--- config.mk ---
export PLATFORM = sky130hd
export DESIGN_NAME = memory_arbiter
export DESIGN_NICKNAME = d
export VERILOG_FILES = /design/src/source/icache_pkg.sv /design/src/source/memory_arbiter.sv
export SDC_FILE = /design/constraint.sdc
export NUM_CORES = 1
export LEC_CHECK = 0
export BUFFER_PORTS_ARGS = -buffer_cell sky130_fd_sc_hd__buf_2
export CAP_MARGIN = 20
export CELL_PAD_IN_SITES_DETAIL_PLACEMENT = 1
export CELL_PAD_IN_SITES_GLOBAL_PLACEMENT = 1
export CORE_MARGIN = 2
export CORE_UTILIZATION = 27
export DETAILED_ROUTE_END_ITERATION = 10
export PLACE_DENSITY_LB_ADDON = 0.1
export SLEW_MARGIN = 20
export SYNTH_ARGS = -nofsm -noshare
export SYNTH_HDL_FRONTEND = slang
export SYNTH_SLANG_ARGS = --single-unit
--- constraint.sdc ---
create_clock -name CLK -period 1.4 [get_ports CLK]
set_input_delay 0.07 -clock CLK [delete_from_list [all_inputs] [get_ports CLK]]
set_output_delay 0.07 -clock CLK [all_outputs]
set_load 0.02 [all_outputs]
--- src/source/icache_pkg.sv ---
/*
 * Shared widths and constants of the fetch memory subsystem,
 * and the cache line union with its field layout.
 */

package icache_pkg;

	localparam int ADDR_BITS  = 15;	// word address.
	localparam int DATA_BITS  = 16;
	localparam int INDEX_BITS = 8;	// 256 cache lines.
	localparam int LINE_BITS  = 32;
	localparam int MEM_WORDS  = 32768;

	// only the invalid flag set.
	localparam logic [LINE_BITS-1:0] INVALID_LINE = 32'h0001_0000;

	// line layout, tag on top, instruction at the bottom.
	typedef struct packed {
		logic [ADDR_BITS-1:0] tag;
		logic invalid;	// zero means valid.
		logic [DATA_BITS-1:0] instr;
	} cache_fields_t;

	typedef union packed {
		logic [LINE_BITS-1:0] raw;
		cache_fields_t fields;
	} cache_line_u;

endpackage

--- src/source/memory_arbiter.sv ---
/*
 * Main memory arbiter for the cache fill port and the data port.
 * Data port has priority; reads travel a two-stage pipeline that
 * returns owner, address and word.
 */

`timescale 1ns/1ps

module memory_arbiter (
	input  logic CLK,
	input  logic RSTb,

	// cache fill side.
	input  logic memory_rd_req,
	input  logic [icache_pkg::ADDR_BITS-1:0] memory_address,
	output logic will_queue,
	output logic memory_success,
	output logic [icache_pkg::ADDR_BITS-1:0] memory_requested_address,
	output logic [icache_pkg::DATA_BITS-1:0] memory_data,

	// data port.
	input  logic data_req,
	input  logic data_we,
	input  logic [icache_pkg::ADDR_BITS-1:0] data_address,
	input  logic [icache_pkg::DATA_BITS-1:0] data_wdata,
	output logic data_rvalid,
	output logic [icache_pkg::DATA_BITS-1:0] data_rdata,

	// main memory.
	output logic mem_en,
	output logic mem_we,
	output logic [icache_pkg::ADDR_BITS-1:0] mem_addr,
	output logic [icache_pkg::DATA_BITS-1:0] mem_wdata,
	input  logic [icache_pkg::DATA_BITS-1:0] mem_rdata
);

	logic grant_cache;
	logic rd_accept;

	logic s1_valid;	// read issued at the last edge.
	logic s1_data;	// owner, 1 = data port.
	logic [icache_pkg::ADDR_BITS-1:0] s1_address;
	logic [icache_pkg::DATA_BITS-1:0] rd_data_q;

	// ****************************************
	// grant
	// ****************************************

	assign will_queue = !data_req;
	assign grant_cache = memory_rd_req && !data_req;
	assign rd_accept = grant_cache || (data_req && !data_we);

	assign mem_en = data_req || memory_rd_req;
	assign mem_we = data_req && data_we;	// writes finish at the accepting edge.
	assign mem_addr = data_req ? data_address : memory_address;
	assign mem_wdata = data_wdata;

	// ****************************************
	// read pipeline
	// ****************************************

	always_ff @(posedge CLK) begin
		if (!RSTb) begin
			s1_valid <= 1'b0;
			memory_success <= 1'b0;
			data_rvalid <= 1'b0;
		end else begin
			s1_valid <= rd_accept;
			memory_success <= s1_valid && !s1_data;
			data_rvalid <= s1_valid && s1_data;
		end
	end

	always_ff @(posedge CLK) begin
		s1_data <= data_req;
		s1_address <= mem_addr;
		memory_requested_address <= s1_address;	// address rides with its word.
		if (s1_valid) begin
			rd_data_q <= mem_rdata;
		end
	end

	// one word register serves both owners.
	assign memory_data = rd_data_q;
	assign data_rdata = rd_data_q;

endmodule

==> key figures <==
Status
  – Status: finished clean

Timing
  – Hold WS: between 0.015 and 0.02 ns
  – RSZ-0062 raised after global routing: false
  – Final setup viols: 0
  – Min Tclk post-route: approximately 1.4 ns
  – Worst-Margin Slew: 0.547 ns
  – Final setup TNS: 0 ns
  – Setup ws final: around 0.046 ns
  – Fmax: 738 MHz
  – Fin crit share: 0.967
  – Fin. Hold Viols: 0
  – Slew Limit Fails: 0
  – Max_slew headroom: 0.635
  – Clock skew: a little under 0.006 ns

Global routing
  – Tot GR Track Use: 0.109
  – Initial antenna violation count: 0
  – Largest net degree at the start of global routing: 20
  – Vias in the first global route: between 1k and 1.5k
  – First-pass GRT wire length: 5950 um
  – Total grt overflow: 0

Critical path
  – CP arrival: approximately 1.5 ns
  – Slowest cell on crit path: dlygate4sd3_1
  – CP Data Required Time: between 1.5 and 2 ns
  – CP endpoint kind: flip-flop
  – CP max FO: 2
  – Reg2reg start: s1_valid$_SDFF_PN0_
  – Worst reg2reg setup slack: about 0.55 ns
  – Worst Setup Start Kind: input pin
  – Kind of critical path: input pin to flip-flop
  – Reg2Reg Depth: 1
  – Critical path's largest stage delay: between 0.5 and 0.6 ns
  – Most frequent CP cell: dlygate4sd3_1
  – Reg2reg end: data_rdata[15]$_DFFE_PP_
  – Worst path cell trace: dlygate4sd3_1 -> buf_2 -> mux2_4 -> dlygate4sd3_1

Layout
  – Area delta synth->final: 56.1%
  – Fill cell count: 680
  – Area taken by multi-input logic gates: between 200 and 300 sq um
  – Total area of sequential cells: around 0.0012 sq mm
  – # diodes: 0
  – Layout cell share with drive strength beyond 1: 0.580
  – Final net count: 311

Min path
  – Hold endpoint: s1_address[14]$_DFF_P_
  – HP Start: data_address[14]
  – Tightest Hold Check Type: input pin to flip-flop
  – Hold depth: 2

Detailed routing
  – Final ANT Viol Nets: 0
  – Drt wl/cell: roughly 12 um
  – First-pass DRT Iterations: 4
  – WL final: between 3000 and 4000 um
  – Routed vias: approximately 1.3k
  – Vias/cell: around 3.9
  – Initial DRC Count: 16
  – Drt drc: 0

Floorplanning
  – FP Rows: 28
  – Die area: 0.00696 sq mm
  – Die Y: roughly 83 um
  – Die width: between 80 and 90 um
  – Core area: 0.00599 sq mm
  – Starting Density: 0.284
  – Io pins: 150

Clock tree
  – Post-CTS Resized: 0
  – Clock latency on the worst-skew pair: about 0.29 ns
  – Post-CTS setup buffers: 0
  – CTS root buf: clkbuf_8
  – CTS tree: yes
  – # H-tree levels: 2
  – Num CTS Buffers: 5
  – Bufs on Longest Clock Path: 2
  – CTS sink count: 50
  – Clock-pin slew on the worst setup and hold paths: 0.08 ns

Power
  – Max VDD drop: between 0.4 and 0.5 mV
  – P per Cell Area: ~1100 mW/mm^2
  – P_leak: 1.29 nW

Logic synthesis
  – Post-Syn Nets: 175
  – Mapped Avg Cell Area: 15.8 sq um
  – Synth unique cells: 13
  – Synth warn: 0
  – Post-synthesis register bit count: 50
  – Mapped Area: 0.00170 sq mm
  – Seq/Total Area, Yosys: 0.682
  – Cells after synthesis: around 110

Place
  – IO Port Bufs: 117
  – Pre-CTS setup slack: ~0.29 ns
  – Placer Congestion: 0.777
  – Dpl hpwl: 2660 um

Flow run
  – Max cap viols: 0
-- cell type report --
cell class                 count  share of cell area
inverter                       1             0.00141
clock inverter                 3             0.00565
multi-input combinational     23               0.104
sequential                    50               0.437
clock buffer                   5              0.0259
timing repair buffer         163               0.392
tap                           75              0.0353
-- layout by cell type, fill, tap and decap left out, drive strengths merged --
| cell type | instances |
|---|---|
| nor2 | 1 |
| dlygate4sd3 | 44 |
| a21boi | 1 |
| edfxtp | 16 |
| nand2b | 2 |
| clkbuf | 5 |
| buf | 119 |
| inv | 2 |
| or2 | 1 |
| dfxtp | 34 |
| mux2 | 15 |
| and3 | 1 |
| and2 | 1 |
| nand2 | 1 |
| clkinv | 2 |
-- worst max-delay path by stage --
| stage | endpoint | slack (ns) | startpoint |
|---|---|---|---|
| after floorplan | data_rdata[0]$_DFFE_PP_ | 0.38 | s1_valid$_SDFF_PN0_ |
| after global placement | mem_addr[1] | 0.31 | data_req |
| after detailed placement | mem_addr[4] | 0.29 | data_req |
| after CTS | s1_address[12]$_DFF_P_ | 0.07 | memory_address[12] |
| after global routing | s1_address[0]$_DFF_P_ | 0.04 | data_address[0] |
| final | s1_address[4]$_DFF_P_ | 0.05 | memory_address[4] |
-- logic make-up after synthesis --
group | share of synthesized area
buffers and inverters | 0.156
AOI/OAI and AO/OA | 0.00661
and+or+nand+nor | 0.0228
muxes | 0.132
DFF | 0.682
-- per-layer routing --
metal / global-route usage / vias to the layer above / routed length [um]
met5: 0 / - / 0
met4: 0.0469 / 0 / 37
met3: 0.0626 / 4 / 540
met2: 0.183 / 98 / 1970
met1: 0.112 / 564 / 1330
li1: - / 593 / -
-- state kept, by name, indices dropped and copies added, names as in the netlist --
register and flops:
data_rdata 16, memory_requested_address 15, s1_address 15, data_rvalid 1, memory_success 1, s1_data 1
s1_valid 1
-- cell usage after synthesis, drive strengths merged --
cell type,instances,area share
and3,1,0.0037
and2,1,0.0037
buf,34,0.15
nor2,1,0.0022
dfxtp,34,0.40
or2,1,0.0037
nand2b,2,0.0073
mux2,15,0.13
edfxtp,16,0.28
inv,1,0.0022
a21boi,1,0.0066
nand2,1,0.0022
-- worst max-delay path, delay by kind of cell --
kind / cells / cell delay, ns
buf+inv: 3 / 1.20
mux: 1 / 0.27
-- power breakdown --
| group | internal, mW | leakage, nW | switching [mW] | total, mW |
|---|---|---|---|---|
| clock | 0.344 | 0.0459 | 0.437 | 0.781 |
| combinational | 0.271 | 0.807 | 0.268 | 0.540 |
| sequential | 1.59 | 0.436 | 0.0242 | 1.62 |
| total | 2.21 | 1.29 | 0.729 | 2.94 |
-- per-stage QoR --
stage                     instances  cell area, sq um  power [mW]  utilization
final                           320              2660        2.94        0.444
after floorplan                 108              1700        1.99            -
after detailed placement        268              2130        2.09        0.356
after global routing            320              2660        3.10        0.444
after CTS                       313              2590        2.98        0.432
after global placement          268              2130        2.08        0.356
-- what timing repair did --
action	in CTS	in global routing
endpoints found under the setup margin	0	0
hold buffers	37	7
endpoints found under the hold margin	29	6
Note: power is estimated with default switching activity, not from simulation.
